[config.mk]
export PLATFORM = sky130hd
export DESIGN_NAME = data_mem_flat
export DESIGN_NICKNAME = d
export VERILOG_FILES = /design/src/hw/cpu_pkg.sv /design/src/hw/cpu_ctrl_if.sv /design/src/hw/data_mem.sv /design/src/flat_wrapper.sv
export VERILOG_INCLUDE_DIRS = /design/src /design/src/hw
export SDC_FILE = /design/constraint.sdc
export NUM_CORES = 2
export LEC_CHECK = 0
export BUFFER_PORTS_ARGS = -buffer_cell sky130_fd_sc_hd__buf_2
export CAP_MARGIN = 20
export CORE_ASPECT_RATIO = 0.7
export CORE_MARGIN = 5
export CORE_UTILIZATION = 34
export CTS_CLUSTER_DIAMETER = 60
export DETAILED_ROUTE_END_ITERATION = 16
export GPL_TIMING_DRIVEN = 0
export PLACE_DENSITY = 0.47
export SLEW_MARGIN = 10
export SYNTH_ARGS = -nofsm -noshare
export SYNTH_HDL_FRONTEND = slang
export SYNTH_SLANG_ARGS = --single-unit
[constraint.sdc]
create_clock -name CLK -period 3.56 [get_ports CLK]
set_input_delay 0.534 -clock CLK [delete_from_list [all_inputs] [get_ports CLK]]
set_output_delay 0.534 -clock CLK [all_outputs]
set_load 0.01 [all_outputs]
[src/hw/cpu_macros.svh]
`ifndef CPU_MACROS_SVH
`define CPU_MACROS_SVH

// Instruction memory geometry
`define CPU_IMEM_DEPTH 64
`define CPU_IMEM_AW    6

// Data memory geometry
`define CPU_DMEM_DEPTH 64
`define CPU_DMEM_AW    6

// Register file geometry, fixed by the ISA
`define CPU_NUM_REGS   32
`define CPU_REG_AW     5

// Word size of the core
`define CPU_XLEN       32

`endif

[src/hw/cpu_pkg.sv]
package cpu_pkg;

    // Major opcodes of the supported RV32I subset
    typedef enum logic [6:0] {
        OP     = 7'b0110011, // R-type ALU
        OP_IMM = 7'b0010011, // I-type ALU
        LOAD   = 7'b0000011, // lw only
        STORE  = 7'b0100011, // sw only
        SYSTEM = 7'b1110011  // ecall / ebreak
    } opcode_e;

    // ALU operations
    typedef enum logic [3:0] {
        ADD  = 4'd0,
        SUB  = 4'd1,
        SLL  = 4'd2,
        SLT  = 4'd3, // Signed compare
        SLTU = 4'd4, // Unsigned compare
        XOR  = 4'd5,
        SRL  = 4'd6,
        SRA  = 4'd7, // Sign-filling shift
        OR   = 4'd8,
        AND  = 4'd9
    } alu_op_e;

    // Register write-back source
    typedef enum logic {
        WB_ALU = 1'b0,
        WB_MEM = 1'b1
    } wb_sel_e;

    // Immediate format
    typedef enum logic {
        IMM_I = 1'b0,
        IMM_S = 1'b1
    } imm_sel_e;

    // Processor run state
    typedef enum logic [1:0] {
        IDLE = 2'd0, // Waiting for start, loading allowed
        RUN  = 2'd1,
        HALT = 2'd2  // Sticky until reset
    } run_state_e;

endpackage

[src/hw/cpu_ctrl_if.sv]
interface cpu_ctrl_if;
    import cpu_pkg::*;

    alu_op_e  alu_op;
    logic     alu_src_imm; // Operand b from immediate
    imm_sel_e imm_sel;
    logic     reg_we;      // Already gated by RUN
    logic     mem_we;      // Already gated by RUN
    wb_sel_e  wb_sel;

    modport ctrl (
        output alu_op,
        output alu_src_imm,
        output imm_sel,
        output reg_we,
        output mem_we,
        output wb_sel
    );

    modport alu (input alu_op);

    modport rf (input reg_we);

    modport mem (input mem_we);

    modport imm (input imm_sel);

endinterface

[src/hw/data_mem.sv]
`include "cpu_macros.svh"

module data_mem (
    input  logic        CLK,
    input  logic        RST,
    input  logic [31:0] addr,
    input  logic [31:0] wd,
    cpu_ctrl_if.mem     ctrl,
    output logic [31:0] rd
);

    logic [31:0]             mem [`CPU_DMEM_DEPTH];
    logic [`CPU_DMEM_AW-1:0] word_idx;

    assign word_idx = addr[`CPU_DMEM_AW+1:2]; // Byte address to word

    always_ff @(posedge CLK) begin
        if (RST) begin
            for (int i = 0; i < `CPU_DMEM_DEPTH; i++) begin
                mem[i] <= '0;
            end
        end else if (ctrl.mem_we) begin
            mem[word_idx] <= wd;
        end
    end

    assign rd = mem[word_idx];

    // Stores come from sw only, so the ALU address must be aligned
    a_store_aligned: assert property (@(posedge CLK) disable iff (RST)
        ctrl.mem_we |-> (addr[1:0] == 2'b00));

endmodule

[src/flat_wrapper.sv]
// flat-port wrapper written by rule: the top's interface ports become plain ports
module data_mem_flat 
  (CLK, RST, addr, wd, rd, ctrl_mem_we);
  cpu_ctrl_if ctrl_i ();
  input  logic CLK;
  input  logic RST;
  input  logic [31:0] addr;
  input  logic [31:0] wd;
  output logic [31:0] rd;
  input wire logic [$bits(ctrl_i.mem_we)-1:0] ctrl_mem_we;
  assign ctrl_i.mem_we = ctrl_mem_we;
  data_mem u_core (.CLK(CLK), .RST(RST), .addr(addr), .wd(wd), .ctrl(ctrl_i), .rd(rd));
endmodule
# Word-level counts from Yosys, hierarchy flattened

Memory sizes are Yosys's and may differ from the RTL's.
Cells that the tools add are included.
Widths: inputs -> output; s select.

Memory bits (writable): 2048
Register bits after elaboration: 0
Memories kept: 1

Reductions and logical operators: 1
Muxes and demuxes: 8

Memories:

| name       | depth | width | rd ports | clocked after memory_dff | write ports | line           | text |
|---|---|---|---|---|---|---|---|
| u_core.mem | 64    | 32    | 1        | 0                        | 64          | data_mem.sv:12 | `` logic [31:0] mem [`CPU_DMEM_DEPTH]; `` |

Operator list:

| kind             | count |
|---|---|
| $mux 32          | 1 |
| $reduce_or 32->1 | 1 |
| $mux 1           | 6 |
| $mux 6           | 1 |

# Longest topological paths before layout

Word-level depth: 5
Mapped depth: 12
Depth with buffers taken out: 6

# Least setup slack after synthesis

Ideal clock, no wire load.

Kind: input to output
From: in addr[4]
To: out rd[10]
Buffers on the path: 4
Required time: 3026 ps
Path slack: 781 ps
Cell stages on the path: 9
Arrival time: 2245 ps
Path through: buf_4 -> buf_6 -> buf_6 -> clkbuf_1 -> mux2_2 -> a221oi_1 -> o22ai_1 -> a21oi_1 -> nand4_1

Word-level cells in the longest chain between the ends: 1

Ends and longest elaborated chain:

| what            | line              | text |
|---|---|---|
| start, declared | flat_wrapper.sv:7 | `input logic [31:0] addr;` |
| $mem_v2 64x32   | n/a               |  |
| end, declared   | flat_wrapper.sv:9 | `output logic [31:0] rd;` |

Every way passes these cells.

# Worst setup path in the final report

From: in addr[6]
To: out rd[28]

The elaborated chain is that of the path after synthesis.

==> run summary <==
The worst path setup slack after routing is -577 ps. The summed negative setup slack over all endpoints is -46,910 ps. The deepest clock path buffer count is 4. The number of cells in the design after placement came out at 10.7k. The share of synthesized flip-flops with an asynchronous set or reset is 0. The mapped netlist covers a little over 0.09 mm². The fraction of final layout cells sized beyond drive strength 1 came out at 0.199. The fraction of synthesized cell area taken by the top area cell type came out at 0.665. The register with the most flip-flops in the layout has 2,048 of them. The number of enable-type register cells in the synthesized netlist is 2,048. The per-instance average area after synthesis came out at 13.4 µm². By instance count, the leading cell after synthesis is sky130_fd_sc_hd__and2_1. The post-DP HPWL is about 330,000 µm. For this run, the total global-route usage over all layers was measured as 0.313.

Setup violations remaining at the end of the flow were counted as 578. The worst setup path is launched from a primary input. The critical path data required time is between 3000 and 4000 ps. The final reports fail on negative setup slack. The worst setup path is of the in2out kind.

The number of antenna violations at the first check in global routing is 79. The proportion of synthesized chip area in sequential cells is 0.665. Counting instances in the post-synthesis netlist gives the leading cell types as sky130_fd_sc_hd__and2_1 (2,051), sky130_fd_sc_hd__edfxtp_1 (2,048), sky130_fd_sc_hd__clkbuf_1 (569). The number of standard-cell rows in the floorplan came out at between 150 and 200. The critical path starts at addr[6]. The maximum frequency from static timing analysis is 242 MHz. The count of mapped cells out of synthesis is 6,881. For this configuration, the core starts out at a cell density of 0.341.

The total global routing overflow is 0. Yosys attributes the largest share of cell area to sky130_fd_sc_hd__edfxtp_1 (67%), sky130_fd_sc_hd__and2_1 (14%), sky130_fd_sc_hd__a22oi_1 (3.9%), sky130_fd_sc_hd__clkbuf_1 (2.3%), sky130_fd_sc_hd__mux2i_1 (2.0%). The overall die height is 446 µm.

TritonCTS built the clock tree. The floorplan step defined a die boundary enclosing 0.283 mm². The wire length reported by the detailed router came out at 456,000 µm. The maximum vdd ir drop is 0.000406 V. The total area of multi-input combinational cells came out at around 0.031 mm². The flow ran to the end, but the final reports show violations. The total number of nets in the final design is 7,404. In the final layout, the registers with the most flip-flops are u_core.mem x2048. The clock period minus worst slack is just over 4000 ps. For this run, the leading register cell type out of synthesis is sky130_fd_sc_hd__edfxtp_1. Clock tree synthesis inserted a total of 223 buffers.

The worst hold path startpoint is wd[6]. The synthesized netlist contains 58 unique library cells. Summed over all cells, the static leakage comes to 38.1 nW. The post-detailed-route via-to-cell ratio came out at a little under 6. The number of pins exceeding their max-slew limit in the final report came out at 0. In the finished design, the share of the clock period the worst path needs comes to 1.16. The filler-free cell count of the finished design came out at 11.2k. After detailed routing, the average wire length per cell comes to 40.8 µm. After synthesis the netlist holds a flip-flop and latch count of 2,048. The boundary pin count is 99.

The worst setup path is captured at an output port. The violation count after the first detailed-routing iteration came out at 10.1k. The via count of the first global-routing pass came out at 61.2k. The count of nets left with antenna violations once routing finished came out at 0. For the pin with the worst max-slew slack, the measured transition is between 1000 and 1500 ps. The number of I/O port buffers is 38. In the final layout, flip-flops and latches occupy 0.0615 mm².

The synthesis warning total is 0. The total via count in the routed design is about 65k. Counting every net in the synthesized netlist gives 6,948. sky130_fd_sc_hd__edfxtp_1 takes more of the synthesized area than any other cell. Summing all placed instances gives a cell area of 0.0987 mm².

The maximum fanout count along the critical path came out at 10. Setup repair after global routing could not meet its margin everywhere. At the worst endpoint, the arrival time is 3600 ps. The final-layout fill cell count is 25.2k.

The tree is rooted in a sky130_fd_sc_hd__clkbuf_16. The areal power density over the cells is a little over 500 mW/mm². u_core.mem holds more flip-flops than any other register. The worst hold path stage count came out at 3. The synthesis-to-layout area growth is 21.2%.

The final design area excluding fillers is roughly 0.11 mm². Before CTS, the worst setup slack after placement is -2310 ps. For this run, design rule violations remaining after detail routing come to 0. The global-route wire length before repair came out at 587,000 µm. After floorplanning, the core was sized to cover 0.271 mm². The type of the most critical hold path is in2reg. The iteration count of the initial detailed-routing pass came out at 6. The worst relative slew slack came out at 0.107. The pin count of the biggest net entering global routing came out at 33. The final weighted congestion in routability-driven placement is between 1 and 1.5. Clock-pin slew was measured on the worst setup and hold paths at 60 ps. The hold violation total from the final report was 0. The die boundary width is 633 µm. The H-tree level count came out at 4. The number of max-capacitance violations reported is 0.

The tree built by TritonCTS fans out to 2,048 sinks.
[layout make-up]
class | count | share of cell area
antenna | 34 | 0.000759
buffer | 749 | 0.0459
clock buffer | 277 | 0.0518
clock inverter | 112 | 0.00665
inverter | 3 | 0.000179
multi-input combinational | 4076 | 0.279
sequential | 2048 | 0.549
tap | 3645 | 0.0407
timing repair buffer | 236 | 0.0256
[final timing paths]
path | endpoint | slack (ps)
setup / recovery | rd[28] | -580
hold / removal | u_core.mem[8][6]$_SDFFCE_PN0P_ | 180
[report_power, final]
| part | switching (mW) | internal (mW) | total (mW) |
|---|---|---|---|
| combinational | 4.62 | 1.76 | 6.38 |
| sequential | 0.454 | 27.7 | 28.2 |
| clock | 10.3 | 12.0 | 22.3 |
[cell families after synthesis]
family	share of synthesized area
compound gates	0.102
mux	0.0363
flops	0.665
simple gates	0.163
buf+inv	0.0334
[worst max-delay path, stage by stage]
cell	delay, ps
sky130_fd_sc_hd__buf_2	230
sky130_fd_sc_hd__buf_2	370
sky130_fd_sc_hd__nand3b_1	460
sky130_fd_sc_hd__clkbuf_4	410
sky130_fd_sc_hd__a21oi_4	130
sky130_fd_sc_hd__a2111oi_4	630
sky130_fd_sc_hd__o211ai_1	530
sky130_fd_sc_hd__buf_2	290
[through the flow]
stage	hold WS, ps	util	total power [mW]
final	178	0.413	56.9
after global routing	201	0.413	57.9
after CTS	134	0.406	56.4
after detailed placement	1120	0.364	33.9
after global placement	1400	0.358	33.6
after floorplan	993	-	30.6
[placed cells by master, fill, tap and decap left out, types with 29 or more instances in the layout]
cell type	Yosys	routed
sky130_fd_sc_hd__and2_1	2051	2050
sky130_fd_sc_hd__edfxtp_1	2048	2048
sky130_fd_sc_hd__clkbuf_1	569	451
sky130_fd_sc_hd__a22oi_1	483	391
sky130_fd_sc_hd__clkbuf_16	0	236
sky130_fd_sc_hd__mux2i_1	183	175
sky130_fd_sc_hd__nor2_1	133	131
sky130_fd_sc_hd__mux2_2	120	118
sky130_fd_sc_hd__buf_4	20	108
sky130_fd_sc_hd__o22ai_1	199	107
sky130_fd_sc_hd__a221oi_1	162	103
sky130_fd_sc_hd__buf_2	94	94
sky130_fd_sc_hd__a21oi_1	116	94
sky130_fd_sc_hd__a22oi_2	0	92
sky130_fd_sc_hd__buf_6	7	76
sky130_fd_sc_hd__buf_12	0	73
sky130_fd_sc_hd__clkbuf_2	0	71
sky130_fd_sc_hd__o22ai_2	0	57
sky130_fd_sc_hd__clkinv_1	0	55
sky130_fd_sc_hd__buf_8	0	54
sky130_fd_sc_hd__o22a_1	55	54
sky130_fd_sc_hd__or2_2	66	53
sky130_fd_sc_hd__nand2_1	62	48
sky130_fd_sc_hd__a221oi_2	4	44
sky130_fd_sc_hd__o221ai_1	59	41
sky130_fd_sc_hd__clkbuf_4	0	40
sky130_fd_sc_hd__o22ai_4	0	35
sky130_fd_sc_hd__diode_2	0	34
sky130_fd_sc_hd__clkinv_2	0	34
sky130_fd_sc_hd__nor2b_1	35	32
sky130_fd_sc_hd__o21ai_0	52	31
sky130_fd_sc_hd__nand4_1	29	29
[what timing repair did]
item	CTS	global route
buffers inserted	39	54
pin swaps	107	119
endpoints found under the setup margin	2170	79
hold buffers	0	0
hold endpoints to repair	0	0
resized for setup	1004	328
gates cloned	6	3
[per-layer routing]
layer  vias up  global-route usage  routed length (µm)
li1      26500                   -                   -
met1     34300               0.447              194000
met2      3960               0.414              176000
met3       574               0.144               67300
met4         6               0.105               18600
met5         -             0.00239                 126
No activity file was read; power rests on OpenSTA's default activity.
