File: config.mk
export PLATFORM = sky130hd
export DESIGN_NAME = reg_file_flat
export DESIGN_NICKNAME = d
export VERILOG_FILES = /design/src/hw/cpu_pkg.sv /design/src/hw/cpu_ctrl_if.sv /design/src/hw/reg_file.sv /design/src/flat_wrapper.sv
export VERILOG_INCLUDE_DIRS = /design/src /design/src/hw
export SDC_FILE = /design/constraint.sdc
export NUM_CORES = 2
export LEC_CHECK = 0
export BUFFER_PORTS_ARGS = -buffer_cell sky130_fd_sc_hd__clkbuf_2
export CORE_UTILIZATION = 45
export DETAILED_ROUTE_END_ITERATION = 8
export PLACE_DENSITY = 0.72
export REMOVE_ABC_BUFFERS = 1
export SLEW_MARGIN = 5
export SYNTH_ARGS = -nofsm -noshare
export SYNTH_HDL_FRONTEND = slang
export SYNTH_SLANG_ARGS = --single-unit
export TNS_END_PERCENT = 20
File: constraint.sdc
create_clock -name CLK -period 2.62 [get_ports CLK]
set_input_delay 0.524 -clock CLK [delete_from_list [all_inputs] [get_ports CLK]]
set_output_delay 0.524 -clock CLK [all_outputs]
set_load 0.1 [all_outputs]
File: src/hw/cpu_macros.svh
`ifndef CPU_MACROS_SVH
`define CPU_MACROS_SVH

// Instruction memory geometry
`define CPU_IMEM_DEPTH 64
`define CPU_IMEM_AW    6

// Data memory geometry
`define CPU_DMEM_DEPTH 64
`define CPU_DMEM_AW    6

// Register file geometry, fixed by the ISA
`define CPU_NUM_REGS   32
`define CPU_REG_AW     5

// Word size of the core
`define CPU_XLEN       32

`endif

File: src/hw/cpu_pkg.sv
package cpu_pkg;

    // Major opcodes of the supported RV32I subset
    typedef enum logic [6:0] {
        OP     = 7'b0110011, // R-type ALU
        OP_IMM = 7'b0010011, // I-type ALU
        LOAD   = 7'b0000011, // lw only
        STORE  = 7'b0100011, // sw only
        SYSTEM = 7'b1110011  // ecall / ebreak
    } opcode_e;

    // ALU operations
    typedef enum logic [3:0] {
        ADD  = 4'd0,
        SUB  = 4'd1,
        SLL  = 4'd2,
        SLT  = 4'd3, // Signed compare
        SLTU = 4'd4, // Unsigned compare
        XOR  = 4'd5,
        SRL  = 4'd6,
        SRA  = 4'd7, // Sign-filling shift
        OR   = 4'd8,
        AND  = 4'd9
    } alu_op_e;

    // Register write-back source
    typedef enum logic {
        WB_ALU = 1'b0,
        WB_MEM = 1'b1
    } wb_sel_e;

    // Immediate format
    typedef enum logic {
        IMM_I = 1'b0,
        IMM_S = 1'b1
    } imm_sel_e;

    // Processor run state
    typedef enum logic [1:0] {
        IDLE = 2'd0, // Waiting for start, loading allowed
        RUN  = 2'd1,
        HALT = 2'd2  // Sticky until reset
    } run_state_e;

endpackage

File: src/hw/cpu_ctrl_if.sv
interface cpu_ctrl_if;
    import cpu_pkg::*;

    alu_op_e  alu_op;
    logic     alu_src_imm; // Operand b from immediate
    imm_sel_e imm_sel;
    logic     reg_we;      // Already gated by RUN
    logic     mem_we;      // Already gated by RUN
    wb_sel_e  wb_sel;

    modport ctrl (
        output alu_op,
        output alu_src_imm,
        output imm_sel,
        output reg_we,
        output mem_we,
        output wb_sel
    );

    modport alu (input alu_op);

    modport rf (input reg_we);

    modport mem (input mem_we);

    modport imm (input imm_sel);

endinterface

File: src/hw/reg_file.sv
`include "cpu_macros.svh"

module reg_file (
    input  logic                   CLK,
    input  logic                   RST,
    input  logic [`CPU_REG_AW-1:0] rs1,
    input  logic [`CPU_REG_AW-1:0] rs2,
    input  logic [`CPU_REG_AW-1:0] rd,
    input  logic [`CPU_REG_AW-1:0] dbg_addr,
    input  logic [31:0]            wd,
    cpu_ctrl_if.rf                 ctrl,
    output logic [31:0]            rd1,
    output logic [31:0]            rd2,
    output logic [31:0]            dbg_data
);

    logic [31:0] regs [`CPU_NUM_REGS];

    always_ff @(posedge CLK) begin
        if (RST) begin
            for (int i = 0; i < `CPU_NUM_REGS; i++) begin
                regs[i] <= '0;
            end
        end else if (ctrl.reg_we && (rd != '0)) begin
            regs[rd] <= wd; // x0 writes dropped
        end
    end

    assign rd1      = (rs1 == '0) ? '0 : regs[rs1];
    assign rd2      = (rs2 == '0) ? '0 : regs[rs2];
    assign dbg_data = (dbg_addr == '0) ? '0 : regs[dbg_addr];

    // x0 storage never picks up a write, whatever the decoder asks for
    a_x0_zero: assert property (@(posedge CLK) disable iff (RST)
        regs[0] == '0);

endmodule

File: src/flat_wrapper.sv
// flat-port wrapper written by rule: the top's interface ports become plain ports
module reg_file_flat 
  (CLK, RST, rs1, rs2, rd, dbg_addr, wd, rd1, rd2, dbg_data, ctrl_reg_we);
  cpu_ctrl_if ctrl_i ();
  input  logic CLK;
  input  logic RST;
  input  logic [`CPU_REG_AW-1:0] rs1;
  input  logic [`CPU_REG_AW-1:0] rs2;
  input  logic [`CPU_REG_AW-1:0] rd;
  input  logic [`CPU_REG_AW-1:0] dbg_addr;
  input  logic [31:0] wd;
  output logic [31:0] rd1;
  output logic [31:0] rd2;
  output logic [31:0] dbg_data;
  input wire logic [$bits(ctrl_i.reg_we)-1:0] ctrl_reg_we;
  assign ctrl_i.reg_we = ctrl_reg_we;
  reg_file u_core (.CLK(CLK), .RST(RST), .rs1(rs1), .rs2(rs2), .rd(rd), .dbg_addr(dbg_addr), .wd(wd), .ctrl(ctrl_i), .rd1(rd1), .rd2(rd2), .dbg_data(dbg_data));
endmodule
# After elaboration in Yosys (flattened, before gate mapping)
# Memories as Yosys holds them, arrays and structs flattened.
# Index checks and enable logic that the tools add are counted.
# W data, S select, Z words.
# word_totals
memories	1
elab_cells	18
mem_bits_rw	1024
regBits	0
# classes
reduce_logical	6
muxes	11
# mem_list
name	words	width	read_ports	rd_clocked_by_memory_dff	wr	line_no	text
u_core.regs	32	32	3	0	32	reg_file.sv:17	logic [31:0] regs [`CPU_NUM_REGS];
# op_table
op	count
$mux W32	4
$reduce_or A32 Y1	1
$logic_not A5 Y1	3
$mux W1	6
$mux W5	1
$reduce_bool A5 Y1	1
$logic_and A1 B1 Y1	1

# Longest topological paths before layout
# depth
word_depth	7
depth_mapped	8
mapped_depth_nobuf	4

# Worst setup path after synthesis
# No wires, ideal clock.
# synth_timing
kind	in2out
startpoint	input port dbg_addr[0]
endpoint	output port dbg_data[13]
n_path_buf	4
required_time_ns	2.096
stages	7
arrival_time_ns	4.034
slack_ns	-1.938
path_cell_list	buf_2 > inv_1 > buf_2 > buf_2 > clkbuf_1 > o2111ai_1 > a311oi_1
# synth_via
elab_chain_cells	2
elab_cells_between_ends	3
# synth_rtl
element	line_no	text
start: declaration	flat_wrapper.sv:10	input logic [`CPU_REG_AW-1:0] dbg_addr;
$mem_v2 Z32 W32 / $logic_not A5 Y1 (equally long branches)	n/a	
$mux W32 *	reg_file.sv:31	assign dbg_data = (dbg_addr == '0) ? '0 : regs[dbg_addr];
end: declaration	flat_wrapper.sv:14	output logic [31:0] dbg_data;
# Mark *: on every way between the ends. The rest lies on a longest branch, timed or not.

# Worst setup path in the final report
# layout_timing
startpoint	input port rs1[1]
endpoint	output port rd1[29]
# layout_via
elab_chain_cells	2
elab_cells_between_ends	3
# layout_rtl
element	line_no	text
start: declaration	flat_wrapper.sv:7	input logic [`CPU_REG_AW-1:0] rs1;
$mem_v2 Z32 W32 / $logic_not A5 Y1 (equally long branches)	n/a	
$mux W32 *	reg_file.sv:29	assign rd1 = (rs1 == '0) ? '0 : regs[rs1];
end: declaration	flat_wrapper.sv:12	output logic [31:0] rd1;
# Marks and branches as above.

==> out/qor_table.md <==
| Step | Quantity | Value |
|:---|:---|:---|
| status | Result of the run | finished with violations |
| status | Failing checks | setup timing |
| yosys | Async SR Flop Fraction | 0 |
| yosys | EDFF count, synth | 1024 |
| clock tree | # hold bufs at CTS | 0 |
| cells and area | Commonest cells after routing, fill and taps aside | sky130_fd_sc_hd__edfxtp_1 (1024), sky130_fd_sc_hd__and2_1 (992), sky130_fd_sc_hd__mux4_2 (572) |
| floorplanning | Site row count | 137 |
| worst setup path | Kind of critical path | in2out |
| cells and area | Final core utilization | 0.577 |
| worst setup path | CP Max Fanout | 18 |
| place | Port Buf Inserts | 150 |
| worst setup path | Crit path DAT | 2.72 ns |
| timing | Least-Margin Pin Slew | 0.943 ns |
| yosys | Post-synthesis instance total | 4446 |
| timing | Post-route worst setup slack | -0.626 ns |
| floorplanning | Die area | 0.142 mm2 |
| timing | Final worst path period share | 1.24 |
| worst setup path | Setup crit start kind | input pin |
| timing | Unrepaired setup endpoints after global routing | true |
| power | Combinational fraction of design power | 0.235 |
| job | Max-cap violations | 0 |
| power | Static Leakage | 29.3 nW |
| route | Number of nets still failing antenna checks after routing | 0 |
| cells and area | Footprint of the multi-input gates | 0.0324 mm2 |
| power | Internal portion of total power | 33.2 mW |
| yosys | Number of warnings issued by yosys | 0 |
| global routing | Wire length of the first global-routing pass | 361 mm |
| global routing | Met3 usage in global routing | 0.132 |
| timing | Max-slew violation count | 0 |
| cells and area | Fill count | 10600 |
| global routing | GRT Util Overall | 0.361 |
| cells and area | Number of nets in the finished design | 5091 |
| floorplanning | Starting Density | 0.454 |
| worst setup path | Chain of cells forming the critical path | buf_6 -> buf_4 -> or3b_4 -> buf_8 -> o221ai_1 -> a21oi_1 -> a211oi_2 -> buf_12 |
| power | Psw | 14.0 mW |
| route | Drt wl/cell | 37.1 um |
| worst setup path | Buffering stage count on the worst path with inverters included | 4 |
| yosys | Count of unique library cells instantiated by Yosys | 40 |
| place | Post-place setup slack | -0.675 ns |
| clock tree | CTS tree | done |
| global routing | GRT overflow | 0 |
| route | Pre-antenna DRT Iters | 8 |
| place | Post-detailed-placement half-perimeter wirelength | 169 mm |
| cells and area | Register bank with the most flops | u_core.regs |
| global routing | Met1 Track Usage GR | 0.441 |
| timing | Maximum clock frequency | 0.308 GHz |
| floorplanning | Horiz. Die Dim | 377 um |
| cells and area | Layout overhead on the synthesized area | 27.3% |
| timing | Min Tclk post-route | 3.25 ns |
| yosys | Cell area after synthesis | 0.0633 mm2 |
| place | Post-Place Cells | 6708 |
| route | Vias after detailed routing | 49800 |
| clock tree | Number of clock buffers inserted by TritonCTS | 114 |
| floorplanning | Chip height | 377 um |
| worst setup path | Data required time at the worst endpoint | 2.10 ns |
| worst setup path | Kind of capture point of the worst setup path | primary output |
| worst setup path | Worst stage delay on the critical path | 0.51 ns |
| cells and area | Flip-flop count of the largest register, all copies and words added | 1024 |
| power | Worst VDD drop | 536 uV |
| power | Share of total power in the clock network | 0.349 |
| global routing | Pin count of the biggest net entering global routing | 64 |
| worst hold path | Path category of the worst min-delay check | in2reg |
| route | Vias per cell | 7.09 |
| place | Final estimated routing congestion in global placement | 0.972 |
| clock tree | Sink Count | 1024 |
| power | Net switching fraction of the power | 0.297 |
| yosys | Synth Area per Inst | 14.2 um2 |
| yosys | Most instantiated flip-flop cell in the synthesis netlist | sky130_fd_sc_hd__edfxtp_1 |
| clock tree | CTS Root Buffer Type | sky130_fd_sc_hd__clkbuf_16 |
| clock tree | Deepest level of the CTS H-tree | 3 |
| clock tree | Maximum count of clock buffers along a single path | 3 |
| route | DRT Wirelength | 261 mm |
| global routing | Met2 track utilization from global routing | 0.524 |
| cells and area | Register cell area after layout | 0.0307 mm2 |
| yosys | Part of the Yosys area used for sequential elements | 0.486 |
| cells and area | Commonest non-fill, non-tap cell in the layout | sky130_fd_sc_hd__edfxtp_1 |
| global routing | Most used routing layer | met2 |
| yosys | Register bit total from synthesis | 1024 |
| timing | Aggregate negative setup slack | -41.57 ns |
| cells and area | Post-route non-filler standard cell count | 7026 |
| power | Power per Cell Area | 587 mW/mm2 |
| global routing | Number of global-route vias before repair | 49300 |
| global routing | Number of antenna violations at the first check in global routing | 20 |
| timing | Final hold violation count | 0 |
| route | DRC violations left | 0 |
| clock tree | Worst-path clk slew | 0.06 ns |
| timing | Total setup violations reported at the end of the flow | 96 |
| floorplanning | Core Area | 0.140 mm2 |
| timing | Max_slew headroom | 0.370 |
| worst setup path | Max stage delay cell, worst path | sky130_fd_sc_hd__or3b_4 |
| power | Portion of total power attributed to sequential cells | 0.417 |
| floorplanning | Number of top-level pins | 151 |
| route | Number of DRC violations after detailed-routing iteration 0 | 8295 |
| cells and area | Share of final-layout standard cells stronger than drive strength 1 | 0.415 |
| worst setup path | CP delay by family, top | buffers and inverters |
| cells and area | Regs by FF count | u_core.regs (1024) |
-- metal layers --
metal,vias to the layer above,part of all wire
li1,18800,-
met1,24800,0.33
met2,4933,0.43
met3,1272,0.16
met4,6,0.086
met5,-,0.00068
-- final cells by class --
| type | instances | share of cell area |
|---|---|---|
| antenna | 18 | 0.000559 |
| multi-input combinational | 2939 | 0.402 |
| timing repair buffer | 954 | 0.140 |
| tap | 1876 | 0.0291 |
| clock inverter | 77 | 0.00871 |
| clock buffer | 135 | 0.0377 |
| inverter | 3 | 0.000202 |
| sequential | 1024 | 0.382 |
-- worst paths after layout --
| path | from | endpoint | slack, ns | cells past startpoint |
|---|---|---|---|---|
| max | rs1[1] | rd1[29] | -0.63 | 8 |
| min | wd[6] | u_core.regs[7][6] | 0.46 | 2 |
-- cells in the mapped netlist, drive strengths merged, types with 2 or more instances --
| master | n | share of area |
|---|---|---|
| a221oi | 81 | 0.014 |
| inv | 3 | 0.00018 |
| o2111ai | 15 | 0.0021 |
| a211oi | 96 | 0.011 |
| o221ai | 64 | 0.0089 |
| a311oi | 64 | 0.0089 |
| clkbuf | 319 | 0.019 |
| or2 | 33 | 0.0033 |
| edfxtp | 1024 | 0.49 |
| nand2 | 97 | 0.0058 |
| or3b | 3 | 0.00042 |
| or4 | 2 | 0.00036 |
| mux2i | 384 | 0.061 |
| nand2b | 3 | 0.00030 |
| nor2b | 71 | 0.0070 |
| a21oi | 32 | 0.0025 |
| mux4 | 576 | 0.21 |
| nand3b | 4 | 0.00047 |
| o21ai | 113 | 0.0089 |
| a22oi | 96 | 0.011 |
| and2 | 995 | 0.098 |
| buf | 194 | 0.020 |
| or3 | 2 | 0.00020 |
| nor2 | 41 | 0.0024 |
| mux2 | 96 | 0.017 |
| nand4 | 32 | 0.0032 |
-- what timing repair did --
item,in CTS,in global routing
setup buffers,92,28
resized for setup,319,149
endpoints found under the setup margin,96,96
pin swaps,61,51
gates cloned,3,2
-- power by group through the flow --
stage                     sequential (mW)  clock (mW)  combinational [mW]
after floorplan                      19.7           0                4.94
after global placement               19.9           0                9.99
after detailed placement             20.0           0                10.1
after CTS                            19.6        16.4                10.6
after global routing                 19.8        17.0                11.3
final                                19.7        16.5                11.1
-- through the flow --
step,total power [mW],hold slack (ns),cell area (um2)
after detailed placement,30.1,1.20,73900
after floorplan,24.6,0.636,60900
after global placement,29.9,1.18,73900
after global routing,48.0,0.466,80500
final,47.3,0.463,80600
after CTS,46.7,0.443,79600
-- kinds of logic (layout without fill, tap and decap cells) --
kind of cell | after synthesis | count (layout) | share of synthesized area
AND/OR/NAND/NOR | 1288 | 1290 | 0.122
flip-flops | 1024 | 1024 | 0.486
multiplexers | 1056 | 1056 | 0.284
buffers and inverters | 516 | 1169 | 0.0394
other | 1 | 50 | 0.0000592
AO/OA/AOI/OAI | 561 | 561 | 0.0682
Power figures use the tool's default switching activity.
