===== src/hw/cpu_macros.svh =====
`ifndef CPU_MACROS_SVH
`define CPU_MACROS_SVH

// Instruction memory geometry
`define CPU_IMEM_DEPTH 64
`define CPU_IMEM_AW    6

// Data memory geometry
`define CPU_DMEM_DEPTH 64
`define CPU_DMEM_AW    6

// Register file geometry, fixed by the ISA
`define CPU_NUM_REGS   32
`define CPU_REG_AW     5

// Word size of the core
`define CPU_XLEN       32

`endif


===== src/hw/cpu_pkg.sv =====
package cpu_pkg;

    // Major opcodes of the supported RV32I subset
    typedef enum logic [6:0] {
        OP     = 7'b0110011, // R-type ALU
        OP_IMM = 7'b0010011, // I-type ALU
        LOAD   = 7'b0000011, // lw only
        STORE  = 7'b0100011, // sw only
        SYSTEM = 7'b1110011  // ecall / ebreak
    } opcode_e;

    // ALU operations
    typedef enum logic [3:0] {
        ADD  = 4'd0,
        SUB  = 4'd1,
        SLL  = 4'd2,
        SLT  = 4'd3, // Signed compare
        SLTU = 4'd4, // Unsigned compare
        XOR  = 4'd5,
        SRL  = 4'd6,
        SRA  = 4'd7, // Sign-filling shift
        OR   = 4'd8,
        AND  = 4'd9
    } alu_op_e;

    // Register write-back source
    typedef enum logic {
        WB_ALU = 1'b0,
        WB_MEM = 1'b1
    } wb_sel_e;

    // Immediate format
    typedef enum logic {
        IMM_I = 1'b0,
        IMM_S = 1'b1
    } imm_sel_e;

    // Processor run state
    typedef enum logic [1:0] {
        IDLE = 2'd0, // Waiting for start, loading allowed
        RUN  = 2'd1,
        HALT = 2'd2  // Sticky until reset
    } run_state_e;

endpackage


===== src/hw/cpu_ctrl_if.sv =====
interface cpu_ctrl_if;
    import cpu_pkg::*;

    alu_op_e  alu_op;
    logic     alu_src_imm; // Operand b from immediate
    imm_sel_e imm_sel;
    logic     reg_we;      // Already gated by RUN
    logic     mem_we;      // Already gated by RUN
    wb_sel_e  wb_sel;

    modport ctrl (
        output alu_op,
        output alu_src_imm,
        output imm_sel,
        output reg_we,
        output mem_we,
        output wb_sel
    );

    modport alu (input alu_op);

    modport rf (input reg_we);

    modport mem (input mem_we);

    modport imm (input imm_sel);

endinterface


===== src/hw/alu.sv =====
module alu (
    input  logic [31:0] a,
    input  logic [31:0] b,
    cpu_ctrl_if.alu     ctrl,
    output logic [31:0] y
);
    import cpu_pkg::*;

    logic [4:0] shamt;

    assign shamt = b[4:0]; // RV32 shifts use five bits

    always_comb begin
        case (ctrl.alu_op)
            ADD:  y = a + b;
            SUB:  y = a - b;
            SLL:  y = a << shamt;
            SLT:  y = {31'b0, $signed(a) < $signed(b)};
            SLTU: y = {31'b0, a < b};
            XOR:  y = a ^ b;
            SRL:  y = a >> shamt;
            SRA:  y = $unsigned($signed(a) >>> shamt);
            OR:   y = a | b;
            AND:  y = a & b;
            default: y = a + b;
        endcase
    end

endmodule


===== src/flat_wrapper.sv =====
// flat-port wrapper written by rule: the top's interface ports become plain ports
module alu_flat import cpu_pkg::*;
  (a, b, y, ctrl_alu_op);
  cpu_ctrl_if ctrl_i ();
  input  logic [31:0] a;
  input  logic [31:0] b;
  output logic [31:0] y;
  input wire logic [$bits(ctrl_i.alu_op)-1:0] ctrl_alu_op;
  assign ctrl_i.alu_op = ctrl_alu_op;
  alu u_core (.a(a), .b(b), .ctrl(ctrl_i), .y(y));
endmodule

===== config.mk =====
export PLATFORM = sky130hd
export DESIGN_NAME = alu_flat
export DESIGN_NICKNAME = d
export VERILOG_FILES = /design/src/hw/cpu_macros.svh /design/src/hw/cpu_pkg.sv /design/src/hw/cpu_ctrl_if.sv /design/src/hw/alu.sv /design/src/flat_wrapper.sv
export SDC_FILE = /design/constraint.sdc
export NUM_CORES = 1
export LEC_CHECK = 0
export BUFFER_PORTS_ARGS = -buffer_cell sky130_fd_sc_hd__clkbuf_2
export CAP_MARGIN = 20
export CORE_MARGIN = 3
export CORE_UTILIZATION = 54
export DETAILED_ROUTE_END_ITERATION = 10
export PLACE_DENSITY = 0.74
export SLEW_MARGIN = 0
export SYNTH_ARGS = -nofsm -noshare
export SYNTH_HDL_FRONTEND = slang
export SYNTH_SLANG_ARGS = --single-unit

===== constraint.sdc =====
create_clock -name vclk -period 16.3
set_input_delay 4.075 -clock vclk [all_inputs]
set_output_delay 4.075 -clock vclk [all_outputs]
set_load 0.005 [all_outputs]

### Word-level counts from Yosys, hierarchy flattened

Cells that the tools add are included.

* bits in writable memories: 0
* flip-flop bits (word level): 0
* word-level logic and storage cells: 20
* bits in latches: 0
* memory bits (read-only): 0
* memories kept: 0
* output and inout port bits: 32

* div/mod/pow operators: 0
* multipliers: 0
* shift-type cells: 3
* reductions and logical operators: 0
* bitwise gates (word level): 3
* magnitude comparators: 2
* eq/ne operators: 9
* add/sub/neg operators: 2
* mux-type cells: 1

Operator list (count)
* 32-bit one-hot mux with 9 select lines: 1
* 32-bit less-than comparator: 2
* 32-bit adder: 1
* 32-bit AND: 1
* 32-bit OR: 1
* 32-bit by 5-bit left shift with 32-bit output: 1
* 32-bit by 5-bit right shift with 32-bit output: 1
* 32-bit by 5-bit >>> shifter with 32-bit output: 1
* 32-bit subtractor: 1
* 32-bit XOR: 1
* 4-bit by 3-bit equality test with 1-bit output (second input constant): 4
* 4-bit by 2-bit equality test with 1-bit output (second input constant): 2
* 4-bit equality test (second input constant): 2
* 4-bit by 1-bit equality test with 1-bit output (second input constant): 1

### Logic depth before layout (Yosys ltp)

Gate-level depths: netlist (run 1).

* depth after elaboration: 2
* gate-level depth with buffers: 13
* depth with buffers taken out: 11

### Least setup slack after synthesis (run 1)

Ideal clock, no wire load.

* kind: input-to-output
* start point: input port b[2]
* end point: output port y[28]
* buffers on the path: 3
* path slack: 4.944 ns
* stages: 13
* data required time: 12.225 ns
* data arrival time: 7.281 ns
* cells stage by stage: buf_2 inv_2 buf_1 clkbuf_1 ha_1 nor2b_1 o31a_1 o32a_4 a221oi_4 o211ai_1 a41oi_1 mux2_2 o221ai_1

* cells in the longest elaborated chain, start to end: 2
* elaborated cells between the ends (all ways): 6

Ends and longest elaborated chain
* start: declaration: line flat_wrapper.sv:6 `input logic [31:0] b;`
* 32-bit adder, or another cell as far along: line alu.sv:15, alu.sv:25
* 32-bit one-hot mux with 9 select lines (*): line alu.sv:14 `case (ctrl.alu_op)`
* end: declaration: line flat_wrapper.sv:7 `output logic [31:0] y;`

Every way passes the cells marked *; elsewhere a longest branch is shown, timed or not.

### Worst setup path in the final report (run 1)

* start point: input port b[3]
* end point: output port y[28]

Same word-level chain as after synthesis.

==> reports/metrics.csv, run 1 <==
stage;metric;value;unit
power_and_ir_drop;power.total;0.338;mW
yosys;yosysSeqAreaShare;0;%
global_route;antenna_found_initial;0;
route;finalWirelength;37300;um
die;dieWidth;133;um
yosys;synth_xor_area_share;0.501;%
final_layout;layout-area-overhead-vs-synth;5.61;%
timing;finalCritPeriodShare;77.5;%
final_layout;utilization;59.4;%
placed_design;port_buffers;100;
yosys;avgSynthCellArea;6.83;um^2
final_layout;antennaDiodeCount;0;
critical_path;critPathLaunch;b[3];
run_status;outcome;completed;
route;drc;0;
clock_tree;cts_setup_buffers;0;
final_layout;layout-drive-gt1-share;15.1;%
die;die_y;133;um
yosys;yosys_warnings;0;
yosys;synthCells;1280;
final_layout;fin_nets;1467;
final_layout;num-fill-cells;1572;
route;drt_iter0_markers;1651;
critical_path;critical_path.max_fanout;83;
critical_path;worstPathRequired;12.23;ns
die;core_region_area;15500;um^2
global_route;met3_usage;5.93;%
global_route;grt_max_degree;84;
timing;grt_setup_unrepaired;false;
die;rows;45;
global_route;busiest_layer;met2;
worst_hold_path;hp-class;in -> out;
placed_design;place.gp.congestion;1.08;
timing;finalHoldViolCount;0;
power_and_ir_drop;power_density;36.7;nW/um^2
job;drv_cap;0;
global_route;grt_overflow;0;
critical_path;endpoint_kind;output pin;
placed_design;place_hpwl;28500;um
yosys;synth_top_area_cell;ha_1;
timing;hold-worst-slack;8.79;ns
power_and_ir_drop;p_leak;4.16;nW
global_route;grt_pass1_vias;9438;
yosys;synth_area;8740;um^2
critical_path;crit_end;y[28];
final_layout;seq_cell_count;0;
yosys;synth_top_family_by_area;compound AO/OA/AOI/OAI gates;
route;ant_nets;0;
timing;max_freq;0.0792;GHz
route;vias;10659;
final_layout;num-clock-buffers;0;
placed_design;post_dp_cell_area;9230;um^2
timing;drv_slew;0;
clock_tree;cts_hold_buf;0;
route;avgViaCountPerCell;7.06;
yosys;synth_top_area_share;13.9;%
global_route;grt_pass1_wl;56300;um
clock_tree;post_cts_resized;0;
global_route;grtUsageMet2;60.6;%
final_layout;multi_input_area;7980;um^2
yosys;synth_nets;1447;
die;die-area;17700;um^2
timing;tightest_slew;0.922;ns
global_route;met1_usage;55.4;%
final_layout;final_cell_mix;nor2_1, nand2_1, a21oi_1;
route;drt-wirelength-per-cell;24.7;um
timing;min_period;12.63;ns
yosys;synthDistinctLibCells;84;
yosys;synth_compound_area_share;36.0;%
yosys;ys_top_cells_by_area;ha_1, mux2i_1, mux4_2;
yosys;synth-adder-area-share;14.3;%
die;initial_utilization;56.2;%
timing;max_slew_margin;38.1;%
timing;setup_viol;0;
critical_path;worstSetupStartpointType;input port;
final_layout;seqCellArea;0;um^2
die;ios;100;
global_route;grt_use_total;39.6;%
timing;setup-tns-final;0;ns
yosys;synth-simple-area-share;20.9;%
power_and_ir_drop;ir_worst_vdd;24.9;uV
final_layout;final_common_cell;nor2_1;
route;dr.pass1.iters;5;
final_layout;postLayoutCellArea;9230;um^2
yosys;muxShareOfSynthArea;19.2;%
critical_path;crit_arrival;8.55;ns
critical_path;timing_worst_setup_path_type;in -> out;
-- cells in the mapped netlist, types with 4 or more instances --
library cell  instances
nand2_1             120
a211o_1              15
nand2b_1              8
a221oi_1             18
ha_1                 97
nor3_1               33
nor4_1                9
a221o_1               7
o221ai_1             15
a311oi_1              4
o21ai_0              81
mux2i_1              78
o21bai_1              8
a311o_1               4
and3_1               16
o31a_1                6
a21o_1               15
inv_1                96
mux4_2               29
a2111oi_0             7
and2_1               12
or2_2                 4
nor2b_1              17
nor2_1              136
o311ai_0              4
clkbuf_1             60
o2111ai_1             9
o211ai_1             34
o22ai_1               6
buf_2                18
o31ai_1               6
buf_1                14
a21oi_1             111
nand4_1               6
nand3_1              14
a22oi_1               4
mux2_2               21
o21a_1               14
or4_1                 5
a31oi_1              15
a211oi_1             36
-- how the worst min path moves through the flow --
stage,startpoint,endpoint,slack (ns),depth (start not counted)
3_5_place_dp,ctrl_alu_op[3],y[0],8.78,5
2_1_floorplan,b[4],y[6],8.41,2
3_3_place_gp,b[30],y[31],8.77,6
4_1_cts,ctrl_alu_op[3],y[0],8.78,5
5_1_grt,b[30],y[31],8.84,6
6_report,ctrl_alu_op[3],y[0],8.79,5
-- cell type report --
class,count,share of cell area (%)
Timing Repair Buffer,115,6.67
Tap cell,211,2.86
Inverter,99,4.03
Multi-Input combinational cell,1084,86.4
-- layer usage --
metal  part of all wire (%)  routed length, um  vias up
met5                      0                  0        -
met4                    5.8               2170        0
met3                     11               4150      129
met2                     43              15800      765
met1                     41              15100     4935
li1                       -                  -     4830
-- kinds of logic (layout without fill, tap and decap cells) --
group                      count (synthesis)  after routing
muxes                                    129            129
and+or+nand+nor                          397            397
xor gates and xnor gates                   5              5
AOI/OAI and AO/OA                        454            454
adders and majority gates                 99             99
buffers and inverters                    196            214
-- worst max-delay path, stage by stage --
cell	delay [ns]
clkbuf_2	0.08
buf_4	0.58
inv_1	0.64
ha_1	0.62
nor2_1	0.08
a211oi_1	0.35
o211ai_1	0.27
a211oi_2	0.57
o211ai_1	0.33
a31oi_1	0.26
mux2_2	0.35
o221ai_1	0.17
clkbuf_2	0.15
-- per-stage QoR --
stage          setup slack, ns  std cells
3_5_place_dp              3.89       1509
6_report                  3.67       1509
2_1_floorplan             4.94       1280
3_3_place_gp              3.90       1509
5_1_grt                   3.46       1509
4_1_cts                   3.87       1509
-- where the power goes --
group | internal [mW] | switching (mW) | total, mW
logic | 0.125 | 0.214 | 0.338
clock network | 0 | 0 | 0
registers | 0 | 0 | 0
Note: power is estimated with default switching activity, not from simulation.
==> inputs of run 2 (changes only) <==
Clock period 16.3 ns to 11.95 ns, I/O delays scaled along.
==> run 2 against run 1 <==
- non-clock buffer count rose by 1
- combinational power rose by 36%
- via count rose by 0.38%
- critical path type unchanged
==> reports/metrics.csv, run 2 (same netlist as run 1, synthesis figures left out) <==
stage;metric;value;unit
route;drt_iter0_markers;1462;
placed_design;port_buffers;100;
timing;min_period;10.09;ns
route;dr.pass1.iters;6;
die;die-area;17700;um^2
die;ios;100;
global_route;grt_pass1_vias;9385;
die;core_region_area;15500;um^2
global_route;grt_pass1_wl;56100;um
timing;tightest_slew;0.961;ns
die;die_y;133;um
critical_path;critical_path.max_fanout;57;
critical_path;worstSetupStartpointType;input port;
timing;setup_viol;0;
timing;grt_setup_unrepaired;false;
clock_tree;post_cts_resized;0;
die;initial_utilization;56.2;%
final_layout;final_common_cell;nor2_1;
critical_path;endpoint_kind;output pin;
timing;finalCritPeriodShare;84.5;%
timing;finalHoldViolCount;0;
die;rows;45;
final_layout;fin_nets;1468;
job;drv_cap;0;
placed_design;place_hpwl;27900;um
power_and_ir_drop;power_density;49.5;nW/um^2
power_and_ir_drop;p_leak;4.17;nW
final_layout;layout-drive-gt1-share;15.2;%
timing;max_slew_margin;35.9;%
critical_path;timing_worst_setup_path_type;in -> out;
global_route;grt_use_total;39.0;%
power_and_ir_drop;power.total;0.458;mW
route;ant_nets;0;
final_layout;num-clock-buffers;0;
worst_hold_path;min_from;b[4];
global_route;grt_overflow;0;
clock_tree;cts_setup_buffers;0;
route;vias;10699;
global_route;antenna_found_initial;2;
global_route;grt_max_degree;83;
timing;drv_slew;0;
run_status;outcome;completed;
critical_path;crit_arrival;7.11;ns
timing;max_freq;0.0991;GHz
clock_tree;cts_hold_buf;0;
power_and_ir_drop;ir_worst_vdd;41.0;uV
critical_path;worstPathRequired;8.96;ns
final_layout;seqCellArea;0;um^2
route;drt-wirelength-per-cell;24.2;um
final_layout;num-fill-cells;1533;
route;drc;0;
die;dieWidth;133;um
placed_design;place.gp.congestion;1.06;
worst_hold_path;hold_path_end;y[6];
worst_hold_path;min_delay_path_depth;4;
timing;setup-tns-final;0;ns
route;avgViaCountPerCell;7.09;
final_layout;seq_cell_count;0;
final_layout;final_cell_mix;nor2_1, nand2_1, a21oi_1;
final_layout;antennaDiodeCount;0;
final_layout;layout-area-overhead-vs-synth;5.70;%
worst_hold_path;hp-class;in -> out;
route;finalWirelength;36500;um
[run 2: critical path, stage by stage]
cell	delay, ns
clkbuf_2	0.07
buf_4	0.49
inv_2	0.04
buf_4	0.31
ha_1	0.49
o21bai_1	0.14
a211oi_1	0.39
o211ai_1	0.33
a211oi_2	0.56
o211ai_1	0.30
a31oi_1	0.24
mux2_2	0.35
o221ai_1	0.21
clkbuf_2	0.16
[run 2: cell type report]
type	count	area [um^2]	area share, %
repair buffers	116	623	6.75
inverters	99	372	4.02
well taps	211	264	2.86
multi-input cells	1084	7980	86.4
[run 2: through the flow]
stage / cells / instance area (um^2) / hold slack (ns) / setup slack, ns / utilization, %
final: 1510 / 9240 / 6.60 / 1.86 / 59.4
after global routing: 1510 / 9240 / 6.64 / 1.67 / 59.4
after CTS: 1510 / 9240 / 6.57 / 2.03 / 59.4
after detailed placement: 1510 / 9240 / 6.57 / 2.06 / 59.4
after global placement: 1510 / 9240 / 6.57 / 2.09 / 59.4
after floorplan: 1280 / 8740 / 6.24 / 2.77 / -
[run 2: worst max-delay path by stage]
stage	startpoint	endpoint	slack (ns)	depth (start not counted)
2_1_floorplan	b[2]	y[28]	2.77	13
3_3_place_gp	b[2]	y[28]	2.09	14
3_5_place_dp	b[2]	y[28]	2.06	14
4_1_cts	b[2]	y[28]	2.03	14
5_1_grt	b[2]	y[28]	1.67	14
6_report	b[2]	y[28]	1.86	14
[run 2: where the power goes]
part | switching (mW) | internal [mW] | total [mW]
registers | 0 | 0 | 0
clock network | 0 | 0 | 0
logic | 0.288 | 0.170 | 0.458
[run 2: per-layer routing]
layer	vias up	wire (um)	GRT usage [%]	part of all wire [%]
met5	-	27	0	0.074
met4	4	2020	16.1	5.5
met3	119	4390	4.91	12
met2	792	15600	59.3	43
met1	4953	14500	55.6	40
li1	4831	-	-	-
==> inputs of run 3 (changes only) <==
Settings changed: PLACE_DENSITY 0.74 to 0.77.
Clock period 11.95 ns to 8.6 ns, I/O delays scaled along.
==> run 3 against run 2 <==
- global-route usage increased by 1.6 points
- flip-flop and latch count stayed put
- critical path depth is 2 lower
- routed wire length up 4.8%
- count of clock-buffer cells in the layout stayed put
- hold slack worse by 1.7 ns
- via count grew 2.2%
- die area unchanged
- final area increased by 0.57%
- sequential share of layout area stayed put
- critical path type unchanged
- critical endpoint is now y[31]
- highest routed layer unchanged
==> reports/metrics.csv, run 3 (same netlist as run 1, synthesis figures left out) <==
stage;metric;value;unit
final_layout;antennaDiodeCount;0;
die;rows;45;
die;dieWidth;133;um
final_layout;stdcell_count;1517;
critical_path;worstSetupStartpointType;input port;
final_layout;final_cell_mix;nor2_1, nand2_1, a21oi_1;
placed_design;port_buffers;100;
die;die_y;133;um
critical_path;endpoint_kind;output pin;
route;ant_nets;0;
critical_path;critPathLaunch;b[1];
timing;setup_viol;0;
final_layout;layout-drive-gt1-share;15.6;%
placed_design;place_hpwl;29300;um
timing;grt_setup_unrepaired;false;
global_route;grt_max_degree;83;
die;die-area;17700;um^2
critical_path;path_buf_inv;3;
timing;layout_setup_ws;0.681;ns
route;drc;0;
route;avgViaCountPerCell;7.21;
global_route;grtUsageMet2;61.1;%
final_layout;layout-area-overhead-vs-synth;6.30;%
critical_path;crit_arrival;5.77;ns
critical_path;slowest_stage;or4_1;
critical_path;worstPathRequired;6.45;ns
clock_tree;post_cts_resized;0;
timing;min_period;7.92;ns
die;ios;100;
global_route;busiest_layer;met2;
power_and_ir_drop;p_leak;4.20;nW
critical_path;slowest_delay;0.49;ns
placed_design;place_ws;0.805;ns
critical_path;critical_path.max_fanout;35;
global_route;grt_overflow;0;
run_status;outcome;completed;
clock_tree;cts_setup_buffers;0;
worst_hold_path;min_from;b[9];
timing;finalCritPeriodShare;92.1;%
timing;max_slew_margin;35.1;%
clock_tree;cts_hold_buf;0;
timing;drv_slew;0;
route;finalWirelength;38200;um
route;dr.pass1.iters;6;
global_route;grt_use_total;40.6;%
critical_path;timing_worst_setup_path_type;in -> out;
final_layout;final_common_cell;nor2_1;
power_and_ir_drop;power_density;69.6;nW/um^2
timing;setup-tns-final;0;ns
critical_path;path_cells;buf_4 > inv_1 > ha_1 > o21ba_2 > or4_1 > a21oi_2 > o21ai_1 > a211o_1 > o211ai_2 > mux2i_1 > a211oi_1 > clkbuf_2;
final_layout;num-fill-cells;1582;
global_route;grt_pass1_vias;9492;
placed_design;dp.cells;1517;
global_route;antenna_found_initial;1;
global_route;met1_usage;56.3;%
timing;max_freq;0.126;GHz
die;core_region_area;15500;um^2
placed_design;post_dp_cell_area;9290;um^2
final_layout;fin_nets;1475;
die;initial_utilization;56.2;%
worst_hold_path;hp-class;in -> out;
final_layout;seqCellArea;0;um^2
placed_design;place.gp.congestion;1.03;
final_layout;seq_cell_count;0;
job;drv_cap;0;
power_and_ir_drop;ir_worst_vdd;52.2;uV
global_route;grt_pass1_wl;57500;um
timing;hold-worst-slack;4.92;ns
route;vias;10931;
route;drt-wirelength-per-cell;25.2;um
timing;tightest_slew;0.967;ns
final_layout;utilization;59.8;%
power_and_ir_drop;power.total;0.646;mW
final_layout;postLayoutCellArea;9290;um^2
final_layout;num-clock-buffers;0;
timing;finalHoldViolCount;0;
route;drt_iter0_markers;1546;
global_route;met3_usage;6.00;%
critical_path;critPathTopFamily;compound AO/OA/AOI/OAI gates;
## run 3: layout make-up
type / instances / area, um^2 / area share [%]
multi-input cells: 1084 / 7980 / 85.9
well taps: 211 / 264 / 2.84
inverters: 99 / 372 / 4.00
repair buffers: 123 / 676 / 7.27
## run 3: worst paths after layout
kind | to | slack, ns | cells after the start
worst max-delay path | y[31] | 0.68 | 12
worst min-delay path | y[9] | 4.92 | 5
## run 3: power breakdown
| group | total (mW) | switching, mW | internal, mW |
|---|---|---|---|
| registers | 0 | 0 | 0 |
| logic | 0.646 | 0.408 | 0.238 |
| clock network | 0 | 0 | 0 |
## run 3: tightest hold or removal path: cells and delay by family
family / cells / cell delay (ns)
adder cells (fa/ha/maj): 1 / 0.20
buffers and inverters: 2 / 0.22
AO/OA/AOI/OAI: 2 / 0.20
## run 3: metal layers
layer / share of wire [%] / vias to the layer above
met3: 12 / 171
met2: 42 / 853
met1: 40 / 5041
li1: - / 4864
met5: 0.034 / -
met4: 6.9 / 2
